--- config.mk ---
export PLATFORM = sky130hd
export DESIGN_NAME = sync_fifo
export DESIGN_NICKNAME = d
export VERILOG_FILES = /design/src/source/control_pkg.sv /design/src/source/fifo_pkg.sv /design/src/source/sync_fifo.sv
export SDC_FILE = /design/constraint.sdc
export NUM_CORES = 1
export LEC_CHECK = 0
export BUFFER_PORTS_ARGS = -buffer_cell sky130_fd_sc_hd__buf_4
export CAP_MARGIN = 20
export CORE_ASPECT_RATIO = 0.7
export CORE_MARGIN = 1
export CORE_UTILIZATION = 50
export CTS_CLUSTER_DIAMETER = 150
export DETAILED_ROUTE_END_ITERATION = 6
export GPL_TIMING_DRIVEN = 0
export PLACE_DENSITY = 0.76
export RECOVER_POWER = 25
export SETUP_SLACK_MARGIN = 0.4
export SKIP_LAST_GASP = 1
export SYNTH_ARGS = -nofsm -noshare
export SYNTH_HDL_FRONTEND = slang
export SYNTH_SLANG_ARGS = --single-unit
--- constraint.sdc ---
create_clock -name ap_clk -period 12.9 [get_ports ap_clk]
set_input_delay 2.58 -clock ap_clk [delete_from_list [all_inputs] [get_ports ap_clk]]
set_output_delay 2.58 -clock ap_clk [all_outputs]
set_load 0.03 [all_outputs]
--- src/source/control_pkg.sv ---
// --------------------------------------
// Control packet definitions
//   Requestor count
//   Vertex, command and source id types
//   Payload and packet structs
// --------------------------------------

package control_pkg;

  // --------------------------------------
  // Sizing
  // --------------------------------------
  // Engine lanes feeding the funnel
  localparam int NUM_REQUESTOR = 2;

  localparam int VERTEX_ID_W = 32;
  localparam int CMD_W       = 3;
  // Enough bits to name any requestor
  localparam int SRC_ID_W    = (NUM_REQUESTOR > 1) ? $clog2(NUM_REQUESTOR) : 1;

  // --------------------------------------
  // Field types
  // --------------------------------------
  // Target graph vertex
  typedef logic [VERTEX_ID_W-1:0] vertex_id_t;
  // Command code
  typedef logic [CMD_W-1:0]       cmd_t;
  // Index of the granted requestor
  typedef logic [SRC_ID_W-1:0]    src_id_t;

  // --------------------------------------
  // Packet structs
  // --------------------------------------
  // Queue data word
  typedef struct packed {
    vertex_id_t vertex_id;
    cmd_t       cmd;
    src_id_t    src_id;
  } control_payload_t;

  // Payload qualified by a valid bit
  typedef struct packed {
    logic             valid;
    control_payload_t payload;
  } control_packet_t;

endpackage : control_pkg

--- src/source/fifo_pkg.sv ---
// --------------------------------------
// Queue definitions
//   Control and status structs
//   Depths and almost-full thresholds
//   Reset busy counter type
// --------------------------------------

package fifo_pkg;

  // Per-requestor input queues
  localparam int IN_FIFO_DEPTH   = 16;
  localparam int IN_PROG_THRESH  = 12;

  // Shared output queue
  localparam int OUT_FIFO_DEPTH  = 32;
  localparam int OUT_PROG_THRESH = 24;

  // Cycles of rst_busy after reset release
  localparam int RST_BUSY_CYCLES = 2;

  typedef logic [1:0] rst_cnt_t;

  // Push and pop strobes
  typedef struct packed {
    logic rd_en;
    logic wr_en;
  } fifo_ctrl_t;

  // Full status seen inside the funnel
  typedef struct packed {
    logic full;
    logic empty;
    logic valid;
    logic prog_full;
    logic rst_busy;
  } fifo_status_t;

  // Subset reported to the consumer
  typedef struct packed {
    logic empty;
    logic prog_full;
  } fifo_out_status_t;

endpackage : fifo_pkg

--- src/source/sync_fifo.sv ---
// --------------------------------------
// Synchronous FIFO
//   Circular buffer with occupancy count
//   Registered read data and valid
//   prog_full and reset busy status
// --------------------------------------

`timescale 1ns/100ps

module sync_fifo #(
  parameter int DEPTH       = 16,
  parameter int PROG_THRESH = 12
) (
  input  logic                          ap_clk,
  input  logic                          areset_control,
  input  control_pkg::control_payload_t din,
  input  fifo_pkg::fifo_ctrl_t          ctrl,
  output control_pkg::control_payload_t dout,
  output fifo_pkg::fifo_status_t        status
);

  // --------------------------------------
  // Storage and pointers
  // --------------------------------------
  control_pkg::control_payload_t mem [DEPTH];

  logic [$clog2(DEPTH)-1:0]   wr_ptr;
  logic [$clog2(DEPTH)-1:0]   rd_ptr;
  logic [$clog2(DEPTH+1)-1:0] count;

  fifo_pkg::rst_cnt_t rst_cnt;
  logic               rst_busy;
  logic               full;
  logic               empty;
  logic               wr_fire;
  logic               rd_fire;
  logic               rd_valid;

  // Flags straight from the count
  assign full     = (int'(count) == DEPTH);
  assign empty    = (count == '0);
  assign rst_busy = (rst_cnt != '0);

  // Strobes dropped while busy or at the limits
  assign wr_fire = ctrl.wr_en & ~full & ~rst_busy;
  assign rd_fire = ctrl.rd_en & ~empty & ~rst_busy;

  // --------------------------------------
  // Reset busy window
  // --------------------------------------
  always_ff @(posedge ap_clk) begin
    if (areset_control) begin
      rst_cnt <= fifo_pkg::rst_cnt_t'(fifo_pkg::RST_BUSY_CYCLES);
    end else if (rst_busy) begin
      rst_cnt <= rst_cnt - 1'b1;
    end
  end

  // Pointers and occupancy
  always_ff @(posedge ap_clk) begin
    if (areset_control) begin
      wr_ptr <= '0;
      rd_ptr <= '0;
      count  <= '0;
    end else begin
      if (wr_fire) begin
        wr_ptr <= wr_ptr + 1'b1;
      end
      if (rd_fire) begin
        rd_ptr <= rd_ptr + 1'b1;
      end
      case ({wr_fire, rd_fire})
        2'b10:   count <= count + 1'b1;
        2'b01:   count <= count - 1'b1;
        default: count <= count;
      endcase
    end
  end

  // Memory write, no reset on storage
  always_ff @(posedge ap_clk) begin
    if (wr_fire) begin
      mem[wr_ptr] <= din;
    end
  end

  // Registered read port
  always_ff @(posedge ap_clk) begin
    if (rd_fire) begin
      dout <= mem[rd_ptr];
    end
  end

  // Valid follows an accepted read by one cycle
  always_ff @(posedge ap_clk) begin
    if (areset_control) begin
      rd_valid <= 1'b0;
    end else begin
      rd_valid <= rd_fire;
    end
  end

  // --------------------------------------
  // Status
  // --------------------------------------
  assign status.full      = full;
  assign status.empty     = empty;
  assign status.valid     = rd_valid;
  assign status.prog_full = (int'(count) >= PROG_THRESH);
  assign status.rst_busy  = rst_busy;

endmodule : sync_fifo

-- Word level (Yosys, flattened, before mapping)
Memory sizes are Yosys's and may differ from the RTL's. A register that Yosys moved wholly into a read port is not among the register bits.
Index checks and enable logic that the tools add are counted.
- register bits after elaboration: 16
- bits in latches: 0
- bits in writable memories: 576
- bits in read-only memories: 0
- input port bits: 40
- output and inout bits: 41
- memories kept: 1
- $add $sub $neg: 5
- multiply operators: 0
- div/mod/pow operators: 0
- order comparisons: 1
- equality and inequality tests: 3
- shift-type cells: 0
- muxes and demuxes: 3
- bitwise operators: 7
- reduce and logical (&&, ||, !) cells: 3
- memories (name ; depth ; bits a word ; rd ports ; clocked after memory_dff ; write ports ; RTL line ; RTL):
    mem ; 16 ; 36 ; 1 ; 1 ; 1 ; sync_fifo.sv:25 ; control_pkg::control_payload_t mem [DEPTH];
- operators by type and width (cell ; count):
    5-bit one-hot mux with 2 select lines ; 1
    4-bit by 1-bit adder with 4-bit output (second input constant) ; 2
    5-bit by 1-bit adder with 5-bit output (second input constant) ; 1
    5-bit equality test (second input constant) ; 1
    5-bit by 4-bit greater-or-equal comparator with 1-bit output (second input constant) ; 1
    5-bit zero test ; 1
    5-bit by 1-bit subtractor with 5-bit output (second input constant) ; 1
    1-bit AND ; 4
    2-bit nonzero test ; 2
    1-bit NOT ; 3
    2-bit by 1-bit equality test with 1-bit output (second input constant) ; 1
    2-bit equality test (second input constant) ; 1
    1-bit 2-to-1 mux ; 2
    2-bit by 1-bit subtractor with 2-bit output (second input constant) ; 1

-- Longest topological paths before layout
Gate-level depths: netlist of run 1.
- depth after elaboration: 6
- mapped depth: 11
- mapped depth without buffers: 11

-- Worst setup path before layout of run 1
OpenSTA, ideal clock, no wires.
- path kind: input -> register
- start point: input ctrl[0] (netlist bit)
- end point: memory mem[0][0] (netlist bit) (enable)
- setup time: 0.474 ns
- data arrival time: 5.654 ns
- data required time: 12.426 ns
- slack: 6.772 ns
- cell stages on the path: 4
- path buffers: 0
- path through: nand2_1 -> a21oi_1 -> nand2_1 -> nor3_1
- longest elaborated chain between the ends: 4
- RTL lines (what ; RTL line ; RTL):
    start, declared ; sync_fifo.sv:17 ; input fifo_pkg::fifo_ctrl_t ctrl,
    1-bit AND (2 in series) ; sync_fifo.sv:45 ; assign wr_fire = ctrl.wr_en & ~full & ~rst_busy;
    1-bit 2-to-1 mux ; sync_fifo.sv:82 ; if (wr_fire) begin
    1-bit 2-to-1 mux (not written as such) ; sync_fifo.sv:83 ; mem[wr_ptr] <= din;
    end, declared ; sync_fifo.sv:25 ;
Every way passes these cells.

-- Worst setup path in the final report of run 1
- start point: input ctrl[0] (netlist bit)
- end point: memory mem[0][18] (netlist bit) (enable)
The elaborated chain is that of the path after synthesis.

==> impl_metrics.tcl, run 1 <==
set metrics [dict create \
    tightest_slew_ns 1.021 \
    hold_viol 0 \
    route.met3.wl_mm 3.903 \
    worst-path-buf-inv 3 \
    dpl.cell_count 1917 \
    fin_ws_ns 8.324 \
    insertion_delay_ns 0.61 \
    postCtsSetupBuffers 0 \
    vias 12199 \
    clock_sinks 628 \
    dp_slack_ns 7.750 \
    yosys_warnings 0 \
    place_congestion 0.7726 \
    required_ns 13.19 \
    fin_setup_tns_ns 0 \
    fillers 3324 \
    postLayoutCoreUtil_pct 59.12 \
    crit_cells 7 \
    drc 0 \
    firstDrtPassIters 5 \
    period_needed_ns 4.576 \
    status "finished clean" \
    stdcell_count 2016 \
    cts-root-buf "clkbuf_16" \
    gr-total-overflow 0 \
    avgSynthCellArea_sq_um 20.13 \
    cts_buffers 54 \
    drive_gt1_share_pct 20.68 \
    wire_per_inst_um 25.71 \
    r2r_end "count[4]$_SDFFE_PP0P_" \
    num_rows 66 \
    worstSetupPathType "in2reg" \
    synthesis.nets 1244 \
    htree_levels 2 \
    dieArea_sq_um 48910 \
    fmax_ghz 0.2185 \
    period_share_pct 35.47 \
    antenna_found_initial 3 \
    initial_core_util_pct 51.19 \
    ios 81 \
    crit_path_cell_trace "buf_4 > nand2_1 > a21oi_1 > nand2_1 > nor3_2 > buf_6 > buf_6" \
    wl_mm 51.83 \
    clk_pin_slew_ns 0.06 \
    synth_area_leader_cell "edfxtp_1" \
    tritoncts "built" \
    ys_async_sr_fraction_pct 0 \
    rrSetupSlack_ns 9.39 \
    critPathMaxFanout 10 \
    reg2reg_depth 9 \
    end_kind "register" \
    area_growth_pct 15.50 \
    critPathLaunch "ctrl[0]" \
    io_buffers 79 \
    wl_met2_mm 23.85 \
    grt_use_total_pct 21.51 \
    syn_area_sq_um 24010 \
    arrival_ns 4.87 \
    cp_top_family "simple AND/OR/NAND/NOR gates" \
    hp-class "reg2reg" \
    fin_worst_skew_ns 0.02817 \
    synth_ff_type "edfxtp_1" \
    grt_pass1_wl_mm 76.79 \
    drt-initial-drc-count 1286 \
    rsz0062_at_grt "false" \
    max_stage_delay_ns 0.85 \
    nets 1412 \
    synth_cell_type_count 41 \
    grt_max_degree 26 \
    die_x_um 263.9 \
    top_layer "met5" \
    final_max_slew_viol_count 0 \
    die_h_um 185.3 \
    maxCapViolCount 0 \
    hpwl_mm 33.57 \
    synth_top_area_share_pct 76.54 \
    r2r_start "count[0]$_SDFFE_PP0P_" \
    syn_inst 1193 \
    ir_drop_uv 103.8 \
    powerDensity_nw_per_um2 148.8 \
    yosysMostFrequentCell "edfxtp_1" \
    setup_violations 0 \
    grt_pass1_vias 12269 \
    ys_seq_elements 628 \
    relSlewSlack_pct 31.59 \
    synth_edf_count 612 \
    hold_buffers 0 \
    cp-endpoint "mem[0][18]$_DFFE_PP_" \
    synthTopCellsByArea "edfxtp_1 77%, mux4_2 6.8%, mux2i_1 6.2%" \
    viasPerCell 6.051 \
    post_cts_resized 0 \
    drt-met1-wl_mm 22.72 \
    ys_top_cells_by_count "612 x edfxtp_1, 149 x mux2i_1, 72 x a221oi_1, 72 x mux4_2, 44 x nand2_1" \
    yosysSeqAreaShare_pct 77.88 \
    final_antenna_net_count 0 \
    p_leak_uw 0.008587 \
    startpoint_type "input port" \
    cts.path.max_buffers 3 \
    crit_path_top_delay_cell "nor3_2" \
    coreArea_sq_um 46910 \
]
## metrics by stage
stage	power [uW]	instance area [sq um]	hold slack, ns
after floorplan	2455	24010	0.4759
after global placement	2528	25370	0.4964
after detailed placement	2544	26070	0.4999
after CTS	4154	27830	0.5187
after global routing	4245	27730	0.5438
final	4126	27730	0.5223
## worst min-delay path, delay by kind of cell (launching register included)
family	cells	cell delay, ns
simple gates	1	0.07
flops	1	0.34
xor+xnor	1	0.07
## registers in the layout, summed over array words and instances, names as in the netlist
signal,flops
rd_ptr,4
wr_ptr,4
rst_cnt,2
mem,576
count,5
rd_valid,1
dout,36
## how the worst min path moves through the flow
| stage | start | end | slack, ns | depth (start not counted) |
|---|---|---|---|---|
| 2_1_floorplan | rst_cnt[0]$_SDFFE_PP0P_ | rst_cnt[0]$_SDFFE_PP0P_ | 0.48 | 2 |
| 3_3_place_gp | rst_cnt[0]$_SDFFE_PP0P_ | rst_cnt[0]$_SDFFE_PP0P_ | 0.50 | 2 |
| 3_5_place_dp | rst_cnt[0]$_SDFFE_PP0P_ | rst_cnt[0]$_SDFFE_PP0P_ | 0.50 | 2 |
| 4_1_cts | rst_cnt[0]$_SDFFE_PP0P_ | rst_cnt[0]$_SDFFE_PP0P_ | 0.52 | 2 |
| 5_1_grt | rst_cnt[0]$_SDFFE_PP0P_ | rst_cnt[0]$_SDFFE_PP0P_ | 0.54 | 2 |
| 6_report | rst_cnt[0]$_SDFFE_PP0P_ | rst_cnt[0]$_SDFFE_PP0P_ | 0.52 | 2 |
## power breakdown
| part | internal [uW] | leakage [uW] | total, uW | switching [uW] |
|---|---|---|---|---|
| Sequential | 2270 | 0.00563 | 2280 | 9.64 |
| Clock | 922 | 0.000861 | 1630 | 709 |
| Combinational | 86.2 | 0.00209 | 215 | 129 |
| Total | 3280 | 0.00859 | 4130 | 848 |
## kinds of logic (layout without fill, tap and decap cells)
logic type,after synthesis,in the layout,synth area share [%]
buffers and inverters,77,286,1.610
multiplexers,222,222,13.01
adder cells (fa/ha/maj),11,11,0.6045
AND/OR/NAND/NOR,89,89,1.543
flip-flops,628,628,77.88
AO/OA/AOI/OAI,157,157,5.024
other,0,2,0
XOR/XNOR,9,9,0.3283
## routing by layer
layer  up-vias  GRT usage (%)
li1       5274              -
met4         2          7.163
met3       101          4.201
met1      6338          30.99
met2       484          33.21
met5         -              0
## cell usage in the layout (no fill, tap or decap), types with 2 or more instances in the layout
master	instances
a21oi_1	4
a221oi_1	72
a22oi_1	36
buf_1	3
buf_12	7
buf_16	10
buf_2	15
buf_4	68
buf_6	17
bufinv_16	6
clkbuf_1	69
clkbuf_16	57
clkinv_1	11
clkinv_2	11
clkinvlp_4	3
dfxtp_1	16
diode_2	2
edfxtp_1	612
ha_1	10
inv_1	7
mux2i_1	149
mux4_2	72
nand2_1	44
nand2b_1	2
nor2_1	18
nor2_4	12
nor2b_1	2
nor3_2	4
o21ai_0	24
o21ai_1	12
xnor2_1	3
xor2_1	6
## final cells by class
| type | count | area (sq um) | area share [%] |
|---|---|---|---|
| repair buffers | 112 | 1076 | 3.880 |
| clock buffers | 66 | 1460 | 5.266 |
| well taps | 612 | 765.7 | 2.761 |
| clock inverters | 31 | 304.0 | 1.096 |
| multi-input cells | 488 | 5035 | 18.16 |
| flip-flops and latches | 628 | 18700 | 67.43 |
| inverters | 9 | 33.78 | 0.1218 |
| plain buffers | 68 | 352.8 | 1.272 |
| diodes | 2 | 5.005 | 0.01805 |
Note: power is estimated with default switching activity, not from simulation.
==> inputs of run 2 (changes only) <==
Settings changed: ABC_AREA from default to 1.
Clock period 12.9 ns to 4.27 ns, I/O delays scaled along.
==> impl_metrics.tcl, run 2 <==
set metrics [dict create \
    avgSynthCellArea_sq_um 11.36 \
    dieArea_sq_um 51630 \
    required_ns 4.76 \
    hp-class "in2reg" \
    finalPower_uw 14320 \
    tightest_slew_ns 1.141 \
    cpMostUsedCell "ha_1" \
    crit_path_cell_trace "inv_1 > ha_1 > clkbuf_1 > nand3_1 > inv_2 > buf_12 > ha_1 > ha_1 > or2_2 > nand3b_1 > nand3_1 > nand2_1 > inv_1" \
    grt_pass1_vias 16584 \
    status "finished clean" \
    dp_slack_ns 0.8424 \
    critPathMaxFanout 21 \
    clock_sinks 628 \
    grt_max_degree 24 \
    synth_area_leader_cell "edfxtp_1" \
    ys_seq_elements 628 \
    final_cell_mix "795 x nand2_1, 612 x edfxtp_1, 306 x nor2_1" \
    max_stage_delay_ns 0.48 \
    wire_per_inst_um 20.42 \
    firstDrtPassIters 6 \
    fin_ws_ns 0.8093 \
    num_rows 68 \
    final_antenna_net_count 0 \
    syn_inst 2232 \
    relSlewSlack_pct 23.50 \
    period_share_pct 81.05 \
    crit_path_top_delay_cell "inv_2" \
    ys_async_sr_fraction_pct 0 \
    die_x_um 271.2 \
    initial_core_util_pct 51.03 \
    htree_levels 2 \
    postLayoutCoreUtil_pct 58.50 \
    place_congestion 0.8239 \
    drc 0 \
    yosysSeqAreaShare_pct 73.74 \
    synth_ff_type "edfxtp_1" \
    fin_worst_skew_ns 0.01291 \
    p_leak_uw 0.01087 \
    top_regs "mem (576), dout (36), count (5)" \
    antenna_found_initial 1 \
    layout_commonest_cell "nand2_1" \
    hold_buffers 0 \
    hpwl_mm 43.53 \
    viasPerCell 5.452 \
    die_h_um 190.4 \
    yosys_warnings 0 \
    io_buffers 80 \
    seqCellArea_sq_um 18700 \
    antenna_cells 0 \
    ir_drop_uv 380.4 \
    vias 17038 \
    insertion_delay_ns 0.59 \
    rsz0062_at_grt "false" \
    synth_cell_type_count 22 \
    drt-initial-drc-count 2072 \
    clk_pin_slew_ns 0.06 \
    final_max_slew_viol_count 0 \
    worstSetupPathType "reg2reg" \
    gr-total-overflow 0 \
    coreArea_sq_um 49690 \
    synthTopCellsByArea "edfxtp_1 72%, nand2_1 12%, nor2_1 4.6%" \
    synth_edf_count 612 \
    multi_input_area_sq_um 5903 \
    hold_viol 0 \
    startpoint_type "register" \
    syn_area_sq_um 25360 \
    drive_gt1_share_pct 10.85 \
    setup_violations 0 \
    cts_buffers 55 \
    grt_pass1_wl_mm 96.23 \
    holdWs_ns 0.4923 \
    end_kind "register" \
    fmax_ghz 0.2890 \
    fillers 3895 \
    nets 2465 \
    ios 81 \
    post_cts_resized 0 \
    grt_use_total_pct 24.73 \
    maxCapViolCount 0 \
    postCtsSetupBuffers 0 \
    cts.path.max_buffers 3 \
    wl_mm 63.83 \
    yosysMostFrequentCell "nand2_1" \
    arrival_ns 3.95 \
    area_growth_pct 14.63 \
    synth_top_area_share_pct 72.48 \
    top_register "mem" \
    synthesis.nets 2283 \
    powerDensity_nw_per_um2 492.8 \
    largest_register_ff_count 576 \
    tritoncts "built" \
    ys_top_cells_by_count "795 x nand2_1, 612 x edfxtp_1, 310 x nor2_1" \
    cts-root-buf "clkbuf_16" \
    period_needed_ns 3.461 \
]
==> run 2: kinds of logic after synthesis <==
group | after synthesis | synth area share, %
flops | 628 | 73.74
compound gates | 118 | 2.329
buf+inv | 189 | 3.336
simple gates | 1284 | 19.95
fa+ha+maj | 11 | 0.5724
xor+xnor | 2 | 0.06909
==> run 2: where the power goes <==
| part | switching, uW | internal, uW | total, uW |
|---|---|---|---|
| registers | 70.1 | 6990 | 7060 |
| logic | 1740 | 678 | 2410 |
| clock network | 2170 | 2680 | 4850 |
==> run 2: area by class of cell <==
| class | instances | share of cell area (%) |
|---|---|---|
| sequential | 628 | 64.33 |
| multi-input combinational | 1415 | 20.31 |
| clock buffer | 70 | 5.075 |
| timing repair buffer | 125 | 3.625 |
| tap | 665 | 2.863 |
| buffer | 113 | 1.929 |
| inverter | 76 | 0.9815 |
| clock inverter | 33 | 0.8868 |
==> run 2: critical path, delay by kind of cell, from the launching register on <==
family	cells	cell delay, ns
adder cells (fa/ha/maj)	3	0.95
buffers and inverters	5	1.30
flip-flops	1	0.30
AND/OR/NAND/NOR	5	0.80
==> run 2: worst paths after layout <==
path / slack (ns) / depth (start not counted) / from / to
worst max-delay path: 0.81 / 13 / rst_cnt[0]$_SDFFE_PP0P_ / count[3]$_SDFFE_PP0P_
worst min-delay path: 0.49 / 2 / areset_control / rd_valid$_SDFF_PP0_
worst max register to register: 0.81 / 13 / rst_cnt[0]$_SDFFE_PP0P_ / count[3]$_SDFFE_PP0P_
worst min register to register: 0.50 / 2 / rst_cnt[1]$_SDFFE_PP1P_ / rst_cnt[1]$_SDFFE_PP1P_
==> run 2: per-layer routing <==
| layer | vias up | wire length (um) | global-route usage (%) |
|---|---|---|---|
| met5 | - | 33 | 0 |
| met4 | 4 | 1286 | 6.245 |
| met3 | 114 | 6705 | 4.256 |
| met2 | 914 | 29430 | 39.28 |
| met1 | 8127 | 26370 | 35.66 |
| li1 | 7879 | - | - |
==> run 2: metrics by stage <==
stage | std cells | TNS (ns) | cell area, sq um
floorplan | 2232 | 0 | 25360
global placement | 2977 | -922.35 | 26790
CTS | 3125 | 0 | 29190
global route | 3125 | 0 | 29070
detailed placement | 3022 | 0 | 27450
finish | 3125 | 0 | 29070
